## src/rtl/bgLoadCfg.svh

```systemverilog
`ifndef BG_LOAD_CFG_SVH
`define BG_LOAD_CFG_SVH

// external sram word address width
`define BG_SRAM_AW 20

// frame buffer address width, kept small for simulation
`define BG_FB_AW 8

// frame buffer words, also the longest image that fits
`define BG_FB_DEPTH (1 << `BG_FB_AW)

// distance between background bases in sram
// one extra word per slot holds the end marker
`define BG_SLOT_WORDS (`BG_FB_DEPTH + 1)

// marker threshold, any word strictly above it ends the image
`define BG_END_MARK 16'hF000

// cycles output enable is held low before the bus is sampled
`define BG_SRAM_WAIT 2

`endif

```

## src/rtl/bgLoadPkg.sv

```systemverilog
package bgLoadPkg;

	// one 16-bit pixel word, as stored in sram and in the frame buffer
	typedef logic [15:0] pixelWordT;

	// loader FSM
	// settle gives the slot base one cycle to land before the first read
	typedef enum logic [2:0] {
		ldIdle,
		ldSettle,
		ldRead,
		ldWrite,
		ldDone
	} loadStateT;

	// sram read sequencer
	typedef enum logic [1:0] {
		srIdle,
		srAccess,
		srCapture
	} sramStateT;

endpackage

```

## src/rtl/sramReader.sv

```systemverilog
`include "bgLoadCfg.svh"

module sramReader (
	input  logic                   Clk,
	input  logic                   rstN,
	input  logic                   readReq,
	input  logic [`BG_SRAM_AW-1:0] readAddr,
	input  bgLoadPkg::pixelWordT   sramData,
	output logic [`BG_SRAM_AW-1:0] sramAddr,
	output logic                   sramOeN,
	output bgLoadPkg::pixelWordT   readData,
	output logic                   dataValid
);

	import bgLoadPkg::*;

	// counter wide enough to reach the last wait cycle
	localparam int waitW = $clog2(`BG_SRAM_WAIT + 1);
	localparam logic [waitW-1:0] lastWait = waitW'(`BG_SRAM_WAIT - 1);

	sramStateT        state;
	logic [waitW-1:0] waitCnt;

	// control side: state, output enable, wait counter, valid strobe
	always_ff @(posedge Clk)
	begin
		if (!rstN)
		begin
			state     <= srIdle;
			sramOeN   <= 1'b1;
			waitCnt   <= '0;
			dataValid <= 1'b0;
		end
		else
		begin
			case (state)
				srIdle:
				begin
					dataValid <= 1'b0;
					if (readReq)
					begin
						// drive the pins on the same edge as the address
						state   <= srAccess;
						sramOeN <= 1'b0;
						waitCnt <= '0;
					end
				end
				srAccess:
				begin
					if (waitCnt == lastWait)
					begin
						// access window over, release the bus
						state     <= srCapture;
						sramOeN   <= 1'b1;
						dataValid <= 1'b1;
					end
					else
						waitCnt <= waitCnt + 1'b1;
				end
				srCapture:
				begin
					// valid only lasts the one cycle
					state     <= srIdle;
					dataValid <= 1'b0;
				end
				default:
				begin
					state     <= srIdle;
					sramOeN   <= 1'b1;
					dataValid <= 1'b0;
				end
			endcase
		end
	end

	// address and data registers, no reset needed
	always_ff @(posedge Clk)
	begin
		if (state == srIdle && readReq)
			sramAddr <= readAddr;
		// sample the bus on the last edge with oe still low
		if (state == srAccess && waitCnt == lastWait)
			readData <= sramData;
	end

	// a valid strobe is a single cycle
	assert property (@(posedge Clk) disable iff (!rstN) dataValid |=> !dataValid);

	// the bus was enabled right before the data is presented
	assert property (@(posedge Clk) disable iff (!rstN) dataValid |-> $past(!sramOeN));

endmodule

```

## src/rtl/backgroundLoader.sv

```systemverilog
`include "bgLoadCfg.svh"

module backgroundLoader (
	input  logic                   Clk,
	input  logic                   rstN,
	input  logic                   load,
	input  logic [1:0]             bgSel,
	input  bgLoadPkg::pixelWordT   readData,
	input  logic                   dataValid,
	output logic                   readReq,
	output logic [`BG_SRAM_AW-1:0] readAddr,
	output logic                   fbWe,
	output logic [`BG_FB_AW-1:0]   fbAddr,
	output bgLoadPkg::pixelWordT   fbData,
	output logic                   busy,
	output logic                   loadDone
);

	import bgLoadPkg::*;

	// last frame buffer slot, a write here ends the load
	localparam logic [`BG_FB_AW-1:0] lastFbAddr = `BG_FB_AW'(`BG_FB_DEPTH - 1);

	loadStateT              state;
	loadStateT              nextState;
	logic [1:0]             bgSelQ;
	logic [`BG_SRAM_AW-1:0] readAddrQ;
	logic [`BG_FB_AW-1:0]   fbAddrQ;
	pixelWordT              dataQ;
	logic                   isMarker;

	// strictly greater, a word equal to the threshold is still pixel data
	assign isMarker = readData > `BG_END_MARK;

	always_ff @(posedge Clk)
	begin
		if (!rstN)
			state <= ldIdle;
		else
			state <= nextState;
	end

	// walk read/write until a marker or a full buffer
	always_comb
	begin
		nextState = state;
		case (state)
			ldIdle:
				if (load)
					nextState = ldSettle;
			ldSettle:
				nextState = ldRead;
			ldRead:
			begin
				if (dataValid)
				begin
					if (isMarker)
						nextState = ldDone;
					else
						nextState = ldWrite;
				end
			end
			ldWrite:
			begin
				// out of room, finish as if a marker was read
				if (fbAddrQ == lastFbAddr)
					nextState = ldDone;
				else
					nextState = ldRead;
			end
			ldDone:
				nextState = ldIdle;
			default:
				nextState = ldIdle;
		endcase
	end

	// address walk and word hold
	always_ff @(posedge Clk)
	begin
		case (state)
			ldIdle:
			begin
				if (load)
				begin
					bgSelQ  <= bgSel;
					fbAddrQ <= '0;
				end
			end
			ldSettle:
				// slot base from the latched selection
				readAddrQ <= `BG_SRAM_AW'(bgSelQ) * `BG_SRAM_AW'(`BG_SLOT_WORDS);
			ldRead:
				if (dataValid)
					dataQ <= readData;
			ldWrite:
			begin
				// next sram word and next buffer slot
				readAddrQ <= readAddrQ + 1'b1;
				fbAddrQ   <= fbAddrQ + 1'b1;
			end
			default:
			begin
			end
		endcase
	end

	// request stays up for the whole read state, so the address is stable
	assign readReq  = state == ldRead;
	assign readAddr = readAddrQ;

	// one write strobe per stored word
	assign fbWe   = state == ldWrite;
	assign fbAddr = fbAddrQ;
	assign fbData = dataQ;

	assign busy     = state != ldIdle;
	assign loadDone = state == ldDone;

	// every write follows a word accepted from the reader
	assert property (@(posedge Clk) disable iff (!rstN)
		fbWe |-> $past(dataValid));

	// request was up in the cycle before each write
	assert property (@(posedge Clk) disable iff (!rstN)
		state == ldWrite |-> $past(readReq));

	// done is a single pulse and the loader is free right after
	assert property (@(posedge Clk) disable iff (!rstN)
		loadDone |=> !loadDone && !busy);

endmodule

```

## src/rtl/frameBuffer.sv

```systemverilog
`include "bgLoadCfg.svh"

module frameBuffer (
	input  logic                 Clk,
	input  logic                 fbWe,
	input  logic [`BG_FB_AW-1:0] fbAddr,
	input  bgLoadPkg::pixelWordT fbData,
	input  logic [`BG_FB_AW-1:0] pixelAddr,
	output bgLoadPkg::pixelWordT pixelData
);

	import bgLoadPkg::*;

	// one word per pixel slot
	// contents carry over from one load to the next
	pixelWordT mem [`BG_FB_DEPTH];

	// loader side, one write per strobe
	always_ff @(posedge Clk)
	begin
		if (fbWe)
			mem[fbAddr] <= fbData;
	end

	// display side, registered read
	// data shows up the cycle after the address
	always_ff @(posedge Clk)
	begin
		pixelData <= mem[pixelAddr];
	end

endmodule

```

## src/rtl/bgLoadTop.sv

```systemverilog
`include "bgLoadCfg.svh"

module bgLoadTop (
	input  logic                   Clk,
	input  logic                   rstN,
	input  logic                   load,
	input  logic [1:0]             bgSel,
	input  bgLoadPkg::pixelWordT   sramData,
	output logic [`BG_SRAM_AW-1:0] sramAddr,
	output logic                   sramOeN,
	input  logic [`BG_FB_AW-1:0]   pixelAddr,
	output bgLoadPkg::pixelWordT   pixelData,
	output logic                   busy,
	output logic                   loadDone
);

	import bgLoadPkg::*;

	// loader to reader
	logic                   readReq;
	logic [`BG_SRAM_AW-1:0] readAddr;
	pixelWordT              readData;
	logic                   dataValid;

	// loader to frame buffer
	logic                   fbWe;
	logic [`BG_FB_AW-1:0]   fbAddr;
	pixelWordT              fbData;

	// sram pin sequencing
	sramReader uReader (
		.Clk       (Clk),
		.rstN      (rstN),
		.readReq   (readReq),
		.readAddr  (readAddr),
		.sramData  (sramData),
		.sramAddr  (sramAddr),
		.sramOeN   (sramOeN),
		.readData  (readData),
		.dataValid (dataValid)
	);

	// slot walk and marker detect
	backgroundLoader uLoader (
		.Clk       (Clk),
		.rstN      (rstN),
		.load      (load),
		.bgSel     (bgSel),
		.readData  (readData),
		.dataValid (dataValid),
		.readReq   (readReq),
		.readAddr  (readAddr),
		.fbWe      (fbWe),
		.fbAddr    (fbAddr),
		.fbData    (fbData),
		.busy      (busy),
		.loadDone  (loadDone)
	);

	// image store, read back by the display
	frameBuffer uFrameBuffer (
		.Clk       (Clk),
		.fbWe      (fbWe),
		.fbAddr    (fbAddr),
		.fbData    (fbData),
		.pixelAddr (pixelAddr),
		.pixelData (pixelData)
	);

endmodule

```

## config.mk

```make
export PLATFORM = sky130hd
export DESIGN_NAME = bgLoadTop
export DESIGN_NICKNAME = d
export VERILOG_FILES = /design/src/rtl/bgLoadPkg.sv /design/src/rtl/sramReader.sv /design/src/rtl/backgroundLoader.sv /design/src/rtl/frameBuffer.sv /design/src/rtl/bgLoadTop.sv
export VERILOG_INCLUDE_DIRS = /design/src /design/src/rtl
export SDC_FILE = /design/constraint.sdc
export NUM_CORES = 2
export LEC_CHECK = 0
export BUFFER_PORTS_ARGS = -buffer_cell sky130_fd_sc_hd__buf_2
export CAP_MARGIN = 20
export CORE_MARGIN = 4
export CORE_UTILIZATION = 35
export CTS_BUF_LIST = sky130_fd_sc_hd__clkbuf_2
export CTS_CLUSTER_DIAMETER = 100
export CTS_CLUSTER_SIZE = 40
export DETAILED_ROUTE_END_ITERATION = 16
export GPL_TIMING_DRIVEN = 1
export PLACE_DENSITY = 0.55
export SYNTH_ARGS = -nofsm -noshare
export SYNTH_HDL_FRONTEND = slang
export SYNTH_HIERARCHICAL = 1
export SYNTH_SLANG_ARGS = --single-unit
export TNS_END_PERCENT = 50
```

## constraint.sdc

```tcl
create_clock -name Clk -period 5.01 [get_ports Clk]
set_input_delay 1.002 -clock Clk [delete_from_list [all_inputs] [get_ports Clk]]
set_output_delay 1.002 -clock Clk [all_outputs]
set_load 0.01 [all_outputs]
```

==> impl_metrics.env <==
export IMPL_rrSetupSlack_ns=0.60
export IMPL_fin_area_um2=176000
export IMPL_grt_usage_pct=18.3
export IMPL_portBuffers=67
export IMPL_timing_rr_start="uLoader/state[1]"
export IMPL_timing_rr_end="uFrameBuffer/mem[46][8]"
export IMPL_timing_hold_ws_ns=0.316
export IMPL_rows=249
export IMPL_holdCritPathClass="input port to flop"
export IMPL_finalHoldViolCount=0
export IMPL_path_class="flop to flop"
export IMPL_synth_largest_area_cell="edfxtp_1"
export IMPL_outcome="complete, but fails checks"
export IMPL_htree_levels=4
export IMPL_gp_congestion=0.843
export IMPL_synth_top_area_share_pct=77.3
export IMPL_grt_setup_unrepaired="no"
export IMPL_initial_core_util_pct=35.2
export IMPL_setup_tns_ns=0
export IMPL_startpoint_type="flop"
export IMPL_grt_pass1_wl_mm=621
export IMPL_clock_skew_ns=0.243
export IMPL_wire_per_inst_um=31.0
export IMPL_syn_area_per_cell_um2=21.3
export IMPL_power_mw=53.2
export IMPL_die_area_um2=475000
export IMPL_die_h_um=689
export IMPL_hpwl_mm=270
export IMPL_fmax_mhz=227
export IMPL_cp_data_required_time_ns=7.00
export IMPL_drive_gt1_share_pct=23.3
export IMPL_cp_arrival_ns=6.40
export IMPL_syn_area_um2=162000
export IMPL_min_period_ns=4.41
export IMPL_cts_resized=0
export IMPL_p_leak_nw=53.8
export IMPL_io_pins=68
export IMPL_reg2reg_depth=7
export IMPL_clk_path_buf_depth=4
export IMPL_via_per_inst=5.60
export IMPL_dieWidth_um=689
export IMPL_grt_overflow=0
export IMPL_synthTopCellsByArea="edfxtp_1, mux4_2, mux2i_1"
export IMPL_crit_fanout=21
export IMPL_power_density_nw_per_um2=302
export IMPL_n_fill_cell=41500
export IMPL_slew_headroom_pct=-25.3
export IMPL_synthArstFlopShare_pct=0
export IMPL_postPlaceCellArea_um2=173000
export IMPL_syn_to_final_growth_pct=8.46
export IMPL_ant_nets=0
export IMPL_drtIter0Drc=10400
export IMPL_num_vias=80100
export IMPL_ys_flop_type="edfxtp_1"
export IMPL_endpoint_kind="flop"
export IMPL_cts_sinks=4203
export IMPL_clkTransAtPathRegs_ns=0.66
export IMPL_tightest_slew_ns=1.88
export IMPL_wl_mm=444
export IMPL_worstHoldEndpoint="uFrameBuffer/pixelData[12]"
export IMPL_synth_nets=7647
export IMPL_synth_warnings=6
export IMPL_drv_slew=118
export IMPL_synth_edff_count=4178
export IMPL_cts_made_buffers=137
export IMPL_vdd_drop_max_v=0.000279
export IMPL_dr_pass1_iters=6
export IMPL_grt_pass1_vias=78700
export IMPL_synthMostInstantiatedCell="edfxtp_1"
export IMPL_ys_ff_latch=4203
export IMPL_drc=0
export IMPL_hold_path_cell_count=5
export IMPL_clkLatencyLatePin_ns=2.20
export IMPL_antenna_found_initial=30
export IMPL_ys_top_cells_by_count="edfxtp_1, mux4_2, mux2i_1"
export IMPL_setup_viol=0
export IMPL_min_delay_start="pixelAddr[7]"
export IMPL_core_um2=461000
export IMPL_ys_seq_area_share_pct=77.6
export IMPL_syn_inst=7615
export IMPL_drv_cap=0
export IMPL_finalCoreUtilization_pct=38.2
export IMPL_synth_cell_type_count=67
export IMPL_violations="max-slew violations"
export IMPL_fin_nets=8084
export IMPL_grt_max_degree=193
export IMPL_finalCritPeriodShare_pct=88.0
export IMPL_cts_tree="done"
export IMPL_root_buffer="clkbuf_2"
## kinds of logic after synthesis
family | Yosys count | synth area share [%]
compound gates | 818 | 3.58
xor+xnor | 15 | 0.0809
fa+ha+maj | 3 | 0.0231
buf+inv | 470 | 1.69
flops | 4203 | 77.6
mux | 1451 | 15.2
simple gates | 655 | 1.88
## metrics by stage
step           cells  worst slack [ns]
3_5_place_dp   14000             0.221
5_1_grt        14300             0.371
3_3_place_gp   14000            0.0649
4_1_cts        14300             0.451
6_report       14300             0.602
2_1_floorplan   7615             0.964
## sequential cells by signal, summed over array words and instances, names as in the netlist
register,cells
uFrameBuffer/mem,4096
uFrameBuffer/pixelData,16
uLoader/bgSelQ,2
uLoader/fbAddr,8
uLoader/fbData,16
uLoader/readAddr,20
uLoader/state,3
uReader/dataValid,1
uReader/readData,16
uReader/sramAddr,20
uReader/sramOeN,1
uReader/state,2
uReader/waitCnt,2
## where the power goes
part	leakage [nW]	internal (mW)	switching, mW
registers	37.8	38.2	0.102
clock network	1.08	1.75	10.1
logic	15.0	1.26	1.78
## repair_timing
item	4_1_cts	5_1_grt
hold buffers	85	0
hold endpoints to repair	53	0
buffers inserted	0	0
## placed cells by master (no fill, tap or decap), types with 16 or more instances in the layout
master / n
o32ai_1: 20
buf_2: 63
buf_4: 526
a211oi_1: 21
o22ai_1: 148
o221ai_1: 252
edfxtp_1: 4178
o21ai_0: 46
buf_12: 69
nand2_1: 55
clkbuf_2: 157
nand3_1: 39
nor2_1: 241
nor3_1: 93
nand4_1: 32
a22o_1: 32
o31ai_1: 16
dfxtp_1: 25
nor2_2: 79
mux2_2: 88
mux4_2: 797
a221oi_1: 28
a21oi_1: 185
dlygate4sd3_1: 85
mux2i_1: 566
nor4_1: 20
a22oi_1: 43
## critical path: stages (launching register included)
cell,delay [ns]
dfxtp_1,0.59
nand2_1,0.07
or2_2,0.40
inv_1,0.77
nand4_1,1.01
buf_4,0.51
nor2_1,0.47
buf_4,0.33
## routing by layer
metal / global-route usage, % / share of wire [%] / vias to the layer above
li1: - / - / 32800
met1: 26.1 / 42 / 43800
met2: 29.7 / 48 / 3069
met3: 2.58 / 7.3 / 419
met4: 4.28 / 2.6 / 20
met5: 0 / 0.029 / -
## how the worst max path moves through the flow
stage / depth (start not counted) / to / slack, ns / start
after CTS: 1 / pixelData[4] / 0.45 / uFrameBuffer/pixelData[4]
after global placement: 9 / uFrameBuffer/pixelData[12] / 0.06 / pixelAddr[0]
after detailed placement: 8 / uFrameBuffer/pixelData[4] / 0.22 / pixelAddr[0]
after floorplan: 0 / uFrameBuffer/mem[0][0] / 0.96 / uLoader/fbData[0]
final: 7 / uFrameBuffer/mem[46][8] / 0.60 / uLoader/state[1]
after global routing: 7 / uFrameBuffer/mem[46][1] / 0.37 / uLoader/state[0]
## cell type report
| class | instances | area, µm² | share of cell area [%] |
|---|---|---|---|
| Multi-Input combinational cell | 2942 | 33900 | 19.3 |
| Antenna cell | 15 | 37.5 | 0.0213 |
| Inverter | 11 | 53.8 | 0.0306 |
| Clock buffer | 157 | 786 | 0.446 |
| Tap cell | 6149 | 7690 | 4.37 |
| Sequential cell | 4203 | 126000 | 71.5 |
| Timing Repair Buffer | 757 | 6710 | 3.81 |
| Clock inverter | 66 | 901 | 0.512 |
Note: power is estimated with default switching activity, not from simulation.
